File: src/include/mem_config.svh
`ifndef MEM_CONFIG_SVH
`define MEM_CONFIG_SVH

//////////////////////////////
// memory array
//////////////////////////////

// number of 64-bit words in main memory
`define MEM_64BIT_LINES 256
// byte size, first address that is out of range
`define MEM_SIZE_IN_BYTES (8 * `MEM_64BIT_LINES)

//////////////////////////////
// memory pipeline
//////////////////////////////

// outstanding ops, tag 0 is reserved for none
`define NUM_MEM_TAGS 15
// min cycles from acceptance to data return
`define MEM_LATENCY_IN_CYCLES 4

// client entries held in the request queue
`define REQ_QUEUE_DEPTH 8

`endif

File: src/rtl/bus_pkg.sv
`default_nettype none

//////////////////////////////
// processor-memory bus
//////////////////////////////

package bus_pkg;

	// bus command, none means idle bus
	typedef enum logic [1:0] {
		BUS_NONE  = 2'h0,
		BUS_LOAD  = 2'h1,
		BUS_STORE = 2'h2
	} bus_cmd_t;

	// byte address, low three bits select the byte in a word
	typedef logic [63:0] bus_addr_t;

	// one memory word
	typedef logic [63:0] bus_data_t;

	// memory tag
	// zero means no tag / request refused
	typedef logic [3:0] mem_tag_t;

endpackage

`default_nettype wire

File: src/rtl/req_pkg.sv
`default_nettype none

`include "mem_config.svh"

//////////////////////////////
// request queue types
//////////////////////////////

package req_pkg;

	// id picked by the client, echoed on completion
	typedef logic [3:0] client_id_t;

	// entry index into the circular buffer
	typedef logic [$clog2(`REQ_QUEUE_DEPTH)-1:0] queue_idx_t;

	// idle drives a command, wait checks the response
	typedef enum logic {ISSUE_IDLE, ISSUE_WAIT} issue_state_t;

endpackage

`default_nettype wire

File: src/rtl/mem_req_queue.sv
`default_nettype none

`include "mem_config.svh"

module mem_req_queue (
	input  logic                 clock,
	input  logic                 rst,
	input  logic                 req_valid,
	output logic                 req_ready,
	input  bus_pkg::bus_cmd_t    req_cmd,
	input  bus_pkg::bus_addr_t   req_addr,
	input  bus_pkg::bus_data_t   req_data,
	input  req_pkg::client_id_t  req_id,
	output logic                 done_valid,
	output req_pkg::client_id_t  done_id,
	output bus_pkg::bus_data_t   done_data,
	output logic                 done_store,
	output logic                 done_err,
	output bus_pkg::bus_cmd_t    proc2mem_command,
	output bus_pkg::bus_addr_t   proc2mem_addr,
	output bus_pkg::bus_data_t   proc2mem_data,
	input  bus_pkg::mem_tag_t    mem2proc_response,
	input  bus_pkg::bus_data_t   mem2proc_data,
	input  bus_pkg::mem_tag_t    mem2proc_tag
);

	import bus_pkg::*;
	import req_pkg::*;

	localparam int DEPTH = `REQ_QUEUE_DEPTH;
	localparam int CNT_W = $clog2(DEPTH + 1);

	// entry payload
	bus_addr_t e_addr [DEPTH];
	bus_data_t e_data [DEPTH];
	client_id_t e_id [DEPTH];
	mem_tag_t e_tag [DEPTH];
	logic [DEPTH-1:0] e_load;
	// entry control
	logic [DEPTH-1:0] e_valid;
	logic [DEPTH-1:0] e_issued;

	// head = oldest slot of the span, tail = next alloc
	queue_idx_t head, tail, iss_ptr;
	logic [CNT_W-1:0] count;
	issue_state_t state;

	// one-deep holding registers for the done bus
	logic rej_valid, rej_store;
	client_id_t rej_id;
	logic st_pend_valid;
	client_id_t st_pend_id;

	logic bad_req, alloc, reject, head_adv;
	logic drive, accept, st_now;
	logic ret_hit;
	queue_idx_t ret_idx;

	function automatic queue_idx_t idx_inc(input queue_idx_t p);
		return (p == queue_idx_t'(DEPTH - 1)) ? '0 : p + 1'b1;
	endfunction

	//////////////////////////////
	// client side
	//////////////////////////////

	// misaligned, out of range or no real command
	assign bad_req = (req_addr[2:0] != 3'b000)
		|| (req_addr >= bus_addr_t'(`MEM_SIZE_IN_BYTES))
		|| !(req_cmd == BUS_LOAD || req_cmd == BUS_STORE);
	assign alloc = req_valid && !bad_req;
	assign reject = req_valid && bad_req;

	// span shrinks past freed slots from the old end
	assign head_adv = (count != '0) && !e_valid[head];
	assign req_ready = (count < CNT_W'(DEPTH)) && !rej_valid;

	//////////////////////////////
	// issue side
	//////////////////////////////

	// hold issue while a store completion is parked
	assign drive = (state == ISSUE_IDLE) && e_valid[iss_ptr] && !e_issued[iss_ptr]
		&& !st_pend_valid;
	assign accept = (state == ISSUE_WAIT) && (mem2proc_response != '0);
	assign st_now = accept && !e_load[iss_ptr];

	// one-cycle command, bus idle in the wait state
	assign proc2mem_command = drive ? (e_load[iss_ptr] ? BUS_LOAD : BUS_STORE) : BUS_NONE;
	assign proc2mem_addr = e_addr[iss_ptr];
	assign proc2mem_data = e_data[iss_ptr];

	// match a returning tag to an issued load
	always_comb begin
		ret_hit = 1'b0;
		ret_idx = '0;
		for (int i = DEPTH - 1; i >= 0; i--) begin
			if (e_valid[i] && e_issued[i] && e_load[i] && mem2proc_tag != '0
				&& e_tag[i] == mem2proc_tag) begin
				ret_hit = 1'b1;
				ret_idx = queue_idx_t'(i);
			end
		end
	end

	//////////////////////////////
	// done bus
	//////////////////////////////

	// load return first, it cannot be held
	assign done_valid = ret_hit || st_now || st_pend_valid || rej_valid;

	always_comb begin
		done_id = '0;
		done_data = '0;
		done_store = 1'b0;
		done_err = 1'b0;
		if (ret_hit) begin
			done_id = e_id[ret_idx];
			done_data = mem2proc_data;
		end else if (st_now) begin
			done_id = e_id[iss_ptr];
			done_store = 1'b1;
		end else if (st_pend_valid) begin
			done_id = st_pend_id;
			done_store = 1'b1;
		end else if (rej_valid) begin
			done_id = rej_id;
			done_store = rej_store;
			done_err = 1'b1;
		end
	end

	//////////////////////////////
	// control state
	//////////////////////////////

	always_ff @(posedge clock) begin
		if (rst) begin
			head <= '0;
			tail <= '0;
			iss_ptr <= '0;
			count <= '0;
			state <= ISSUE_IDLE;
			e_valid <= '0;
			e_issued <= '0;
			rej_valid <= 1'b0;
			st_pend_valid <= 1'b0;
		end else begin
			if (alloc) begin
				e_valid[tail] <= 1'b1;
				e_issued[tail] <= 1'b0;
				tail <= idx_inc(tail);
			end
			if (head_adv)
				head <= idx_inc(head);
			count <= count + CNT_W'(alloc) - CNT_W'(head_adv);
			// issue fsm
			case (state)
				ISSUE_IDLE: begin
					if (drive)
						state <= ISSUE_WAIT;
				end
				ISSUE_WAIT: begin
					// zero response leaves iss_ptr, same entry goes again
					state <= ISSUE_IDLE;
					if (accept) begin
						iss_ptr <= idx_inc(iss_ptr);
						// stores are done at acceptance
						if (e_load[iss_ptr])
							e_issued[iss_ptr] <= 1'b1;
						else
							e_valid[iss_ptr] <= 1'b0;
					end
				end
				default: state <= ISSUE_IDLE;
			endcase
			// load data back, slot freed out of order
			if (ret_hit) begin
				e_valid[ret_idx] <= 1'b0;
				e_issued[ret_idx] <= 1'b0;
			end
			// store completion lost the done bus
			if (st_now && ret_hit)
				st_pend_valid <= 1'b1;
			else if (st_pend_valid && !ret_hit)
				st_pend_valid <= 1'b0;
			// rejection drains when no memory completion
			if (rej_valid && !ret_hit && !st_now && !st_pend_valid)
				rej_valid <= 1'b0;
			if (reject)
				rej_valid <= 1'b1;
		end
	end

	// payload, no reset
	always_ff @(posedge clock) begin
		if (alloc) begin
			e_addr[tail] <= req_addr;
			e_data[tail] <= req_data;
			e_id[tail] <= req_id;
			e_load[tail] <= (req_cmd == BUS_LOAD);
		end
		if (accept)
			e_tag[iss_ptr] <= mem2proc_response;
		if (st_now && ret_hit)
			st_pend_id <= e_id[iss_ptr];
		if (reject) begin
			rej_id <= req_id;
			rej_store <= (req_cmd == BUS_STORE);
		end
	end

endmodule

`default_nettype wire

File: config.mk
export PLATFORM = sky130hd
export DESIGN_NAME = mem_req_queue
export DESIGN_NICKNAME = d
export VERILOG_FILES = /design/src/rtl/bus_pkg.sv /design/src/rtl/req_pkg.sv /design/src/rtl/mem_req_queue.sv
export VERILOG_INCLUDE_DIRS = /design/src /design/src/include
export SDC_FILE = /design/constraint.sdc
export NUM_CORES = 1
export LEC_CHECK = 0
export BUFFER_PORTS_ARGS = -buffer_cell sky130_fd_sc_hd__buf_2
export CORE_AREA = 2 2 388 390
export CTS_CLUSTER_DIAMETER = 50
export DETAILED_ROUTE_END_ITERATION = 7
export DIE_AREA = 0 0 390 392
export SKIP_LAST_GASP = 1
export SYNTH_ARGS = -nofsm -noshare
export SYNTH_HDL_FRONTEND = slang
export SYNTH_SLANG_ARGS = --single-unit
File: constraint.sdc
create_clock -name clock -period 35.2 [get_ports clock]
set_input_delay 3.52 -clock clock [delete_from_list [all_inputs] [get_ports clock]]
set_output_delay 3.52 -clock clock [all_outputs]
set_load 0.01 [all_outputs]
==> results.py, run 1 <==
metrics = {
    "grt": {
        "grt.overflow.total": 0,
        "grt_pass1_wl_um": 152000,
        "grt_pass1_vias": 22500,
        "grt_max_degree": 107,
        "grtUsageTotal": 0.137,
        "antenna_found_initial": 31,
    },
    "synthesis": {
        "yosys_warnings": 0,
        "ys.flop_type": "edfxtp_1",
        "yosys-top-cells-area": "edfxtp_1 (75%), mux4_2 (13%), mux2_2 (3.5%), dfxtp_1 (1.6%), and2_1 (1.0%)",
        "synth_nets": 2269,
        "seq_area_frac_synth": 0.763,
        "synth.distinct_cells": 64,
        "yosys.area.top_type": "edfxtp_1",
        "netlist_instances": 2046,
        "syn-cell-area_um2": 44400,
        "async_reset_ff_frac": 0,
        "avgSynthCellArea_um2": 21.7,
        "synth-edff-count": 1105,
        "synth_top_area_share": 0.747,
        "synth-seq-cells": 1140,
    },
    "critical_path": {
        "crit_required_ns": 31.68,
        "cp_common_cell": "buf_2",
        "worstSetupPathType": "input pin to primary output",
        "cp_slowest_cell": "nor2b_1",
        "cpPeakStageDelay_ns": 0.71,
        "critPathTopFamily": "simple AND/OR/NAND/NOR gates",
        "crit_chain": "buf_2 > xor2_1 > nor4_1 > a22o_1 > nor2b_1 > a222oi_1 > mux2_2 > o211ai_1 > o21a_1 > buf_2",
        "critPathArrivalTime_ns": 6.39,
        "start_kind": "input pin",
        "crit_fanout": 11,
        "cp-end-kind": "primary output",
        "cp_num_buf_inv": 2,
    },
    "place": {
        "dp_cells": 4336,
        "io_buffers": 410,
        "place_congestion": 0.796,
        "place_ws_ns": 25.35,
        "dp_hpwl_um": 61200,
    },
    "floorplan": {
        "initial_core_util": 0.298,
        "die_w_um": 390,
        "chipHeight_um": 392,
        "io_pins": 411,
        "core_area_um2": 149000,
        "rows": 142,
        "dieArea_um2": 153000,
    },
    "clock_tree": {
        "cts_tree": "built",
        "cts-resized-gates": 0,
        "cts_hold_buffers": 0,
        "cts.sinks": 1140,
        "cts_setup_buffers": 0,
        "clk_path_buf_depth": 3,
        "worstSkewPairLatency_ns": 0.75,
        "clkTransAtPathRegs_ns": 0.06,
        "cts_max_level": 4,
        "cts-root-buf": "clkbuf_16",
        "numCtsBuffers": 134,
    },
    "final_layout": {
        "drive_gt1_frac": 0.409,
        "syn2layout_area_growth_pct": 19.9,
        "final_cells": 4579,
        "seqCellArea_um2": 33900,
        "layout_commonest_cell": "edfxtp_1",
        "fin_util": 0.357,
        "mostFrequentLayoutCells": "edfxtp_1 (1105), buf_2 (410), mux4_2 (265), mux2_2 (139), clkbuf_16 (135)",
        "num-fill-cells": 13700,
        "multi_input_area_um2": 10100,
        "nets": 2751,
    },
    "power_and_ir_drop": {
        "leakage_nw": 17.0,
        "power_density_nw_per_um2": 54.5,
        "vdd_drop_max_uv": 43.3,
    },
    "timing": {
        "whs_ns": 0.454,
        "maxSlewViolCount": 0,
        "setup_tns_ns": 0,
        "max_slew_margin": 0.203,
        "min_period_ns": 9.91,
        "finalCritPeriodShare": 0.282,
        "worst_pin_slew_ns": 1.18,
        "finalClockSkew_ns": 0.0314,
        "max_freq_ghz": 0.101,
        "setup_slack_ns": 25.29,
        "finalSetupViolations": 0,
        "rsz0062_at_grt": "no",
        "hold_violations": 0,
    },
    "detailed_routing": {
        "ant_nets": 0,
        "wire_per_inst_um": 23.1,
        "drtIter0Drc": 1475,
        "drtPass1Iterations": 6,
        "vias_per_cell": 4.75,
        "drc": 0,
        "wl_um": 106000,
        "vias": 21700,
    },
    "job": {
        "max-cap-violations": 0,
    },
    "worst_hold_path": {
        "hold_path.class": "flop to flop",
    },
    "run_status": {
        "status": "completed",
    },
}
==> worst reg2reg max path: stages (launching register included) <==
cell     delay (ns)
dfxtp_1        0.38
nand3_1        0.37
nor2_4         0.60
buf_4          0.69
buf_4          0.79
buf_4          0.84
==> cell usage after synthesis, types with 5 or more instances <==
library cell,instances
ha_1,13
dfxtp_1,35
buf_1,17
edfxtp_1,1105
mux2_2,139
clkbuf_1,60
nor3_1,11
a211oi_1,6
and2_1,71
mux2i_1,12
a21oi_1,24
nor4_1,18
o21ai_0,22
nand2_1,40
mux4_2,265
buf_2,21
inv_1,17
nand2b_1,10
nand3_1,14
nor2_1,44
a22oi_1,5
xor2_1,25
==> routing by layer <==
metal,GRT usage,wire length [um],vias to the layer above
met1,0.177,45100,11300
met3,0.0433,7900,189
met5,0,305,-
li1,-,-,9496
met4,0.0448,2570,46
met2,0.218,49900,725
==> sequential cells by signal, summed over array words and instances, names as in the netlist, 3 cells and up, named ones only <==
signal,count
e_valid,8
e_id,32
tail,3
count,4
e_tag,32
e_issued,8
iss_ptr,3
head,3
rej_id,4
e_data,512
e_addr,512
st_pend_id,4
e_load,8
==> logic make-up (layout without fill, tap and decap cells) <==
group | Yosys count | after routing | synth area share
XOR/XNOR | 26 | 26 | 0.00513
buffers and inverters | 118 | 702 | 0.0111
other | 0 | 5 | 0
AO/OA/AOI/OAI | 99 | 99 | 0.0157
adder cells (fa/ha/maj) | 14 | 14 | 0.00411
AND/OR/NAND/NOR | 233 | 233 | 0.0286
flip-flops | 1140 | 1140 | 0.763
multiplexers | 416 | 416 | 0.172
==> through the flow <==
| step | power [W] | cell area [um2] |
|---|---|---|
| final | 0.00290 | 53200 |
| after global routing | 0.00300 | 53200 |
| after CTS | 0.00294 | 53200 |
| after detailed placement | 0.00159 | 48800 |
| after global placement | 0.00159 | 48800 |
| after floorplan | 0.00155 | 44400 |
==> final timing paths <==
check                           slack [ns]  cells past startpoint             to       startpoint
worst max-delay path                 25.29                     10     done_id[0]  mem2proc_tag[0]
worst max register to register       31.10                      5  e_addr[6][31]          tail[2]
worst min register to register        0.45                      1          state            state
worst min-delay path                  0.45                      1          state            state
==> final cells by class <==
type,instances,share of cell area
inverters,17,0.00120
diodes,5,0.000235
well taps,1944,0.0457
clock buffers,156,0.0650
multi-input cells,788,0.190
clock inverters,82,0.0171
flip-flops and latches,1140,0.637
repair buffers,447,0.0442
==> power breakdown <==
part | internal, W | total (W) | switching, W
Combinational | 0.0000241 | 0.0000624 | 0.0000383
Sequential | 0.00149 | 0.00150 | 0.00000435
Clock | 0.000779 | 0.00135 | 0.000567
Note: power is estimated with default switching activity, not from simulation.
==> run 2: changes to the inputs <==
==> constraint.sdc (replaced) <==
create_clock -name clock -period 10.3 [get_ports clock]
set_input_delay 1.03 -clock clock [delete_from_list [all_inputs] [get_ports clock]]
set_output_delay 1.03 -clock clock [all_outputs]
set_load 0.01 [all_outputs]
==> run 2 against run 1 <==
Against the previous run:
- design area decreased by 0.11%
- flip-flop and latch count unchanged
- utilization about the same
==> results.py, run 2 (synthesized netlist as in run 1, its figures left out) <==
metrics = {
    "clock_tree": {
        "cts.sinks": 1140,
        "cts-resized-gates": 0,
        "cts_setup_buffers": 0,
        "numCtsBuffers": 133,
        "cts_tree": "built",
        "worstSkewPairLatency_ns": 0.76,
        "cts_hold_buffers": 0,
        "cts-root-buf": "clkbuf_16",
        "clk_path_buf_depth": 3,
        "clkTransAtPathRegs_ns": 0.05,
        "cts_max_level": 4,
    },
    "place": {
        "dp_hpwl_um": 65700,
        "place_ws_ns": 4.41,
        "place_congestion": 0.807,
        "io_buffers": 410,
    },
    "run_status": {
        "status": "completed",
    },
    "critical_path": {
        "critPathTopFamily": "buffers and inverters",
        "r2r_slack_ns": 7.13,
        "crit_fanout": 95,
        "start_kind": "flop",
        "worstSetupPathType": "flop to primary output",
        "crit_required_ns": 9.27,
        "cp-end-kind": "primary output",
        "cpPeakStageDelay_ns": 0.85,
        "cp_num_buf_inv": 3,
        "reg2regPathDepth": 6,
        "crit_chain": "buf_12 > buf_4 > mux4_2 > mux2_2 > buf_2",
        "cp_slowest_cell": "dfxtp_4",
        "critPathArrivalTime_ns": 4.31,
        "r2r_start": "e_valid[3]",
        "r2r-end": "st_pend_id[2]",
    },
    "timing": {
        "setup_slack_ns": 4.96,
        "finalSetupViolations": 0,
        "min_period_ns": 5.34,
        "max_freq_ghz": 0.187,
        "max_slew_margin": 0.233,
        "finalCritPeriodShare": 0.518,
        "rsz0062_at_grt": "no",
        "maxSlewViolCount": 0,
        "setup_tns_ns": 0,
        "worst_pin_slew_ns": 1.14,
        "hold_violations": 0,
        "finalClockSkew_ns": 0.0260,
    },
    "detailed_routing": {
        "vias": 21900,
        "wire_per_inst_um": 23.7,
        "ant_nets": 0,
        "wl_um": 109000,
        "drtPass1Iterations": 5,
        "vias_per_cell": 4.78,
        "drtIter0Drc": 1597,
        "drc": 0,
    },
    "final_layout": {
        "reg.largest.list": "e_addr x512, e_data x512",
        "num-fill-cells": 13700,
        "layout_commonest_cell": "edfxtp_1",
        "mostFrequentLayoutCells": "edfxtp_1 (1105), buf_2 (410), mux4_2 (265), mux2_2 (139), clkbuf_16 (135)",
        "nets": 2750,
        "drive_gt1_frac": 0.405,
        "fin_util": 0.357,
        "syn2layout_area_growth_pct": 19.7,
    },
    "floorplan": {
        "dieArea_um2": 153000,
        "initial_core_util": 0.298,
        "chipHeight_um": 392,
        "io_pins": 411,
        "die_w_um": 390,
        "core_area_um2": 149000,
        "rows": 142,
    },
    "grt": {
        "antenna_found_initial": 44,
        "grt_pass1_wl_um": 155000,
        "grtUsageTotal": 0.140,
        "grt_max_degree": 135,
        "grt_pass1_vias": 22400,
        "grt.overflow.total": 0,
    },
    "worst_hold_path": {
        "hold_path.class": "flop to flop",
        "hold_depth": 1,
        "holdCritStartpoint": "state",
        "holdPathEnd": "state",
    },
    "job": {
        "max-cap-violations": 0,
    },
    "power_and_ir_drop": {
        "leakage_nw": 17.0,
        "power_w": 0.00987,
        "vdd_drop_max_uv": 139,
        "power_density_nw_per_um2": 186,
    },
}
==> run 2: changes by cell type in the layout (fill, tap and decap cells not counted), moves of 3 or more <==
| cell | before | now |
|---|---|---|
| clkbuf_1 | 21 | 28 |
| diode_2 | 5 | 11 |
| clkinv_2 | 17 | 12 |
| clkbuf_8 | 0 | 4 |
| clkinv_16 | 5 | 1 |
| buf_12 | 2 | 5 |
| buf_4 | 35 | 32 |
| inv_8 | 4 | 1 |
==> run 2: stage by stage <==
stage          std cells  hold WS (ns)  cell area, um2
2_1_floorplan       2046         0.421           44400
3_3_place_gp        4336         0.465           48900
3_5_place_dp        4336         0.453           48900
4_1_cts             4573         0.458           53100
5_1_grt             4578         0.510           53100
6_report            4584         0.474           53200
==> run 2: report_power, final <==
group / leakage [nW] / switching [W] / internal [W]
combinational: 4.70 / 0.000133 / 0.0000827
clock: 2.06 / 0.00190 / 0.00265
sequential: 10.2 / 0.0000137 / 0.00510
==> run 2: per-layer routing <==
layer  vias to the layer above  GRT usage  share of wire
met5                         -          0         0.0023
met4                        40     0.0457          0.027
met3                       199     0.0440          0.079
met2                       764      0.230           0.49
met1                     11400      0.175           0.40
li1                       9495          -              -
==> run 2: worst max-delay path by stage <==
stage                    start                 to  slack, ns  cells after the start
CTS                       flop  proc2mem_data[52]       4.76                      5
floorplan           req_cmd[0]         e_valid[2]       1.07                     11
detailed placement  req_cmd[0]       e_data[7][5]       4.41                     11
global route              flop  proc2mem_data[52]       4.54                      5
global placement    req_cmd[0]       e_data[7][5]       4.46                     11
finish                    flop  proc2mem_data[52]       4.96                      5
==> run 2: cell type report <==
class | count | area, um2 | area share
well taps | 1944 | 2430 | 0.0458
multi-input cells | 788 | 10100 | 0.190
inverters | 17 | 63.8 | 0.00120
flip-flops and latches | 1140 | 33900 | 0.638
diodes | 11 | 27.5 | 0.000518
clock inverters | 70 | 716 | 0.0135
repair buffers | 447 | 2390 | 0.0450
clock buffers | 167 | 3540 | 0.0666
==> run 3: changes to the inputs <==
==> constraint.sdc (replaced) <==
create_clock -name clock -period 4.5 [get_ports clock]
set_input_delay 0.45 -clock clock [delete_from_list [all_inputs] [get_ports clock]]
set_output_delay 0.45 -clock clock [all_outputs]
set_load 0.01 [all_outputs]
==> run 3 against run 2 <==
Against the previous run:
- largest power group unchanged
- register-to-register slack worse by 5.4 ns
- highest routed layer unchanged
- sequential power is 130% higher
- wire length is 2.3% lower
- sequential share of layout area is 2.6 points lower
==> results.py, run 3 (synthesized netlist as in run 1, its figures left out) <==
metrics = {
    "power_and_ir_drop": {
        "swShare": 0.215,
        "leakage_nw": 17.9,
        "internal-power_w": 0.0180,
        "power_density_nw_per_um2": 413,
        "pwr-share-clk": 0.463,
        "seqPwrFrac": 0.511,
        "vdd_drop_max_uv": 381,
        "p_switching_w": 0.00493,
        "power_frac_comb": 0.026,
        "power_w": 0.0229,
    },
    "floorplan": {
        "rows": 142,
        "core_area_um2": 149000,
        "chipHeight_um": 392,
        "io_pins": 411,
        "initial_core_util": 0.298,
        "die_w_um": 390,
        "dieArea_um2": 153000,
    },
    "final_layout": {
        "reg.largest.list": "e_addr x512, e_data x512",
        "multi_input_area_um2": 10200,
        "syn2layout_area_growth_pct": 24.8,
        "drive_gt1_frac": 0.397,
        "nets": 2917,
        "mostFrequentLayoutCells": "edfxtp_1 (1105), buf_2 (410), mux4_2 (265), mux2_2 (139), dlygate4sd3_1 (136)",
        "layout_commonest_cell": "edfxtp_1",
        "seqCellArea_um2": 33900,
        "num-fill-cells": 13600,
        "fin_util": 0.372,
    },
    "critical_path": {
        "crit_required_ns": 4.05,
        "critPathArrivalTime_ns": 3.71,
        "cp-end-kind": "primary output",
        "worstSetupPathType": "flop to primary output",
        "start_kind": "flop",
        "crit_fanout": 9,
    },
    "timing": {
        "finalClockSkew_ns": 0.0626,
        "setup_slack_ns": 0.343,
        "setup_tns_ns": 0,
        "finalCritPeriodShare": 0.924,
        "max_slew_margin": 0.326,
        "rsz0062_at_grt": "no",
        "hold_violations": 0,
        "worst_pin_slew_ns": 1.00,
        "maxSlewViolCount": 0,
        "min_period_ns": 4.16,
        "finalSetupViolations": 0,
        "max_freq_ghz": 0.241,
    },
    "clock_tree": {
        "clkTransAtPathRegs_ns": 0.06,
        "worstSkewPairLatency_ns": 0.78,
        "cts_tree": "built",
        "numCtsBuffers": 134,
        "cts.sinks": 1140,
        "cts-root-buf": "clkbuf_16",
        "cts_setup_buffers": 0,
        "cts-resized-gates": 0,
        "cts_max_level": 4,
        "clk_path_buf_depth": 3,
    },
    "grt": {
        "grt_pass1_vias": 23200,
        "grt_max_degree": 72,
        "antenna_found_initial": 15,
        "grt.overflow.total": 0,
        "grt_pass1_wl_um": 154000,
        "grtUsageTotal": 0.137,
    },
    "detailed_routing": {
        "wl_um": 106000,
        "drtPass1Iterations": 5,
        "wire_per_inst_um": 22.3,
        "vias_per_cell": 4.74,
        "drc": 0,
        "ant_nets": 0,
        "vias": 22500,
        "drtIter0Drc": 1742,
    },
    "place": {
        "io_buffers": 410,
        "place_ws_ns": 0.466,
        "dp_hpwl_um": 66300,
        "place_congestion": 0.774,
    },
    "run_status": {
        "status": "completed",
    },
    "job": {
        "max-cap-violations": 0,
    },
    "worst_hold_path": {
        "hold_path.class": "input pin to flop",
    },
}
## run 3: cell count changes in the layout (fill, tap and decap cells not counted), sizes merged
| cell | previous run | this run |
|---|---|---|
| clkinv | 42 | 54 |
| diode | 11 | 3 |
| buf | 447 | 477 |
| bufinv | 7 | 6 |
| dlygate4sd3 | 0 | 136 |
| clkbuf | 167 | 158 |
| inv | 33 | 36 |
## run 3: what timing repair did
action                                  4_1_cts  5_1_grt
hold buffers                                136        0
hold endpoints to repair                   1051        0
endpoints found under the setup margin        0        0
## run 3: cell type report
cell class,instances,share of cell area
antenna,3,0.000136
timing repair buffer,613,0.0797
sequential,1140,0.612
inverter,17,0.00120
clock inverter,84,0.0171
clock buffer,158,0.0627
multi-input combinational,788,0.183
tap,1944,0.0439
## run 3: per-layer routing
layer,vias up,part of all wire,track usage,wire [um]
li1,9787,-,-,-
met2,746,0.49,0.225,51900
met4,20,0.026,0.0458,2780
met3,177,0.065,0.0354,6910
met5,-,0.0012,0,130
met1,11800,0.42,0.177,44300
## run 3: worst paths after layout
| kind | from | end | slack (ns) | cells after the start |
|---|---|---|---|---|
| setup reg to reg | head[0] | count[3] | 1.70 | 11 |
| hold reg to reg | state | state | 0.47 | 1 |
| setup / recovery | e_valid[6] | done_id[0] | 0.34 | 9 |
| hold / removal | req_data[23] | e_data[4][23] | 0.06 | 1 |
## run 3: stage by stage
stage / hold WS, ns / cells / area [um2]
floorplan: 0.421 / 2046 / 44500
global placement: 0.452 / 4366 / 49600
detailed placement: 0.460 / 4366 / 49600
CTS: 0.000238 / 4744 / 55400
global route: 0.00924 / 4746 / 55400
finish: 0.0557 / 4747 / 55400
## run 3: critical path, stage by stage (launching register included)
cell,delay [ns]
dfxtp_1,0.42
nand3_1,0.15
or4_1,0.54
o2bb2ai_1,0.24
nor4b_4,0.57
a222oi_1,0.21
mux2_2,0.31
o211ai_1,0.10
o21a_1,0.22
buf_2,0.16
## run 3: power groups by stage
stage | clock network, W | registers, W | logic, W
floorplan | 0 | 0.0119 | 0.000215
detailed placement | 0 | 0.0119 | 0.000514
finish | 0.0106 | 0.0117 | 0.000606
global placement | 0 | 0.0119 | 0.000498
global route | 0.0113 | 0.0117 | 0.000687
CTS | 0.0109 | 0.0117 | 0.000619
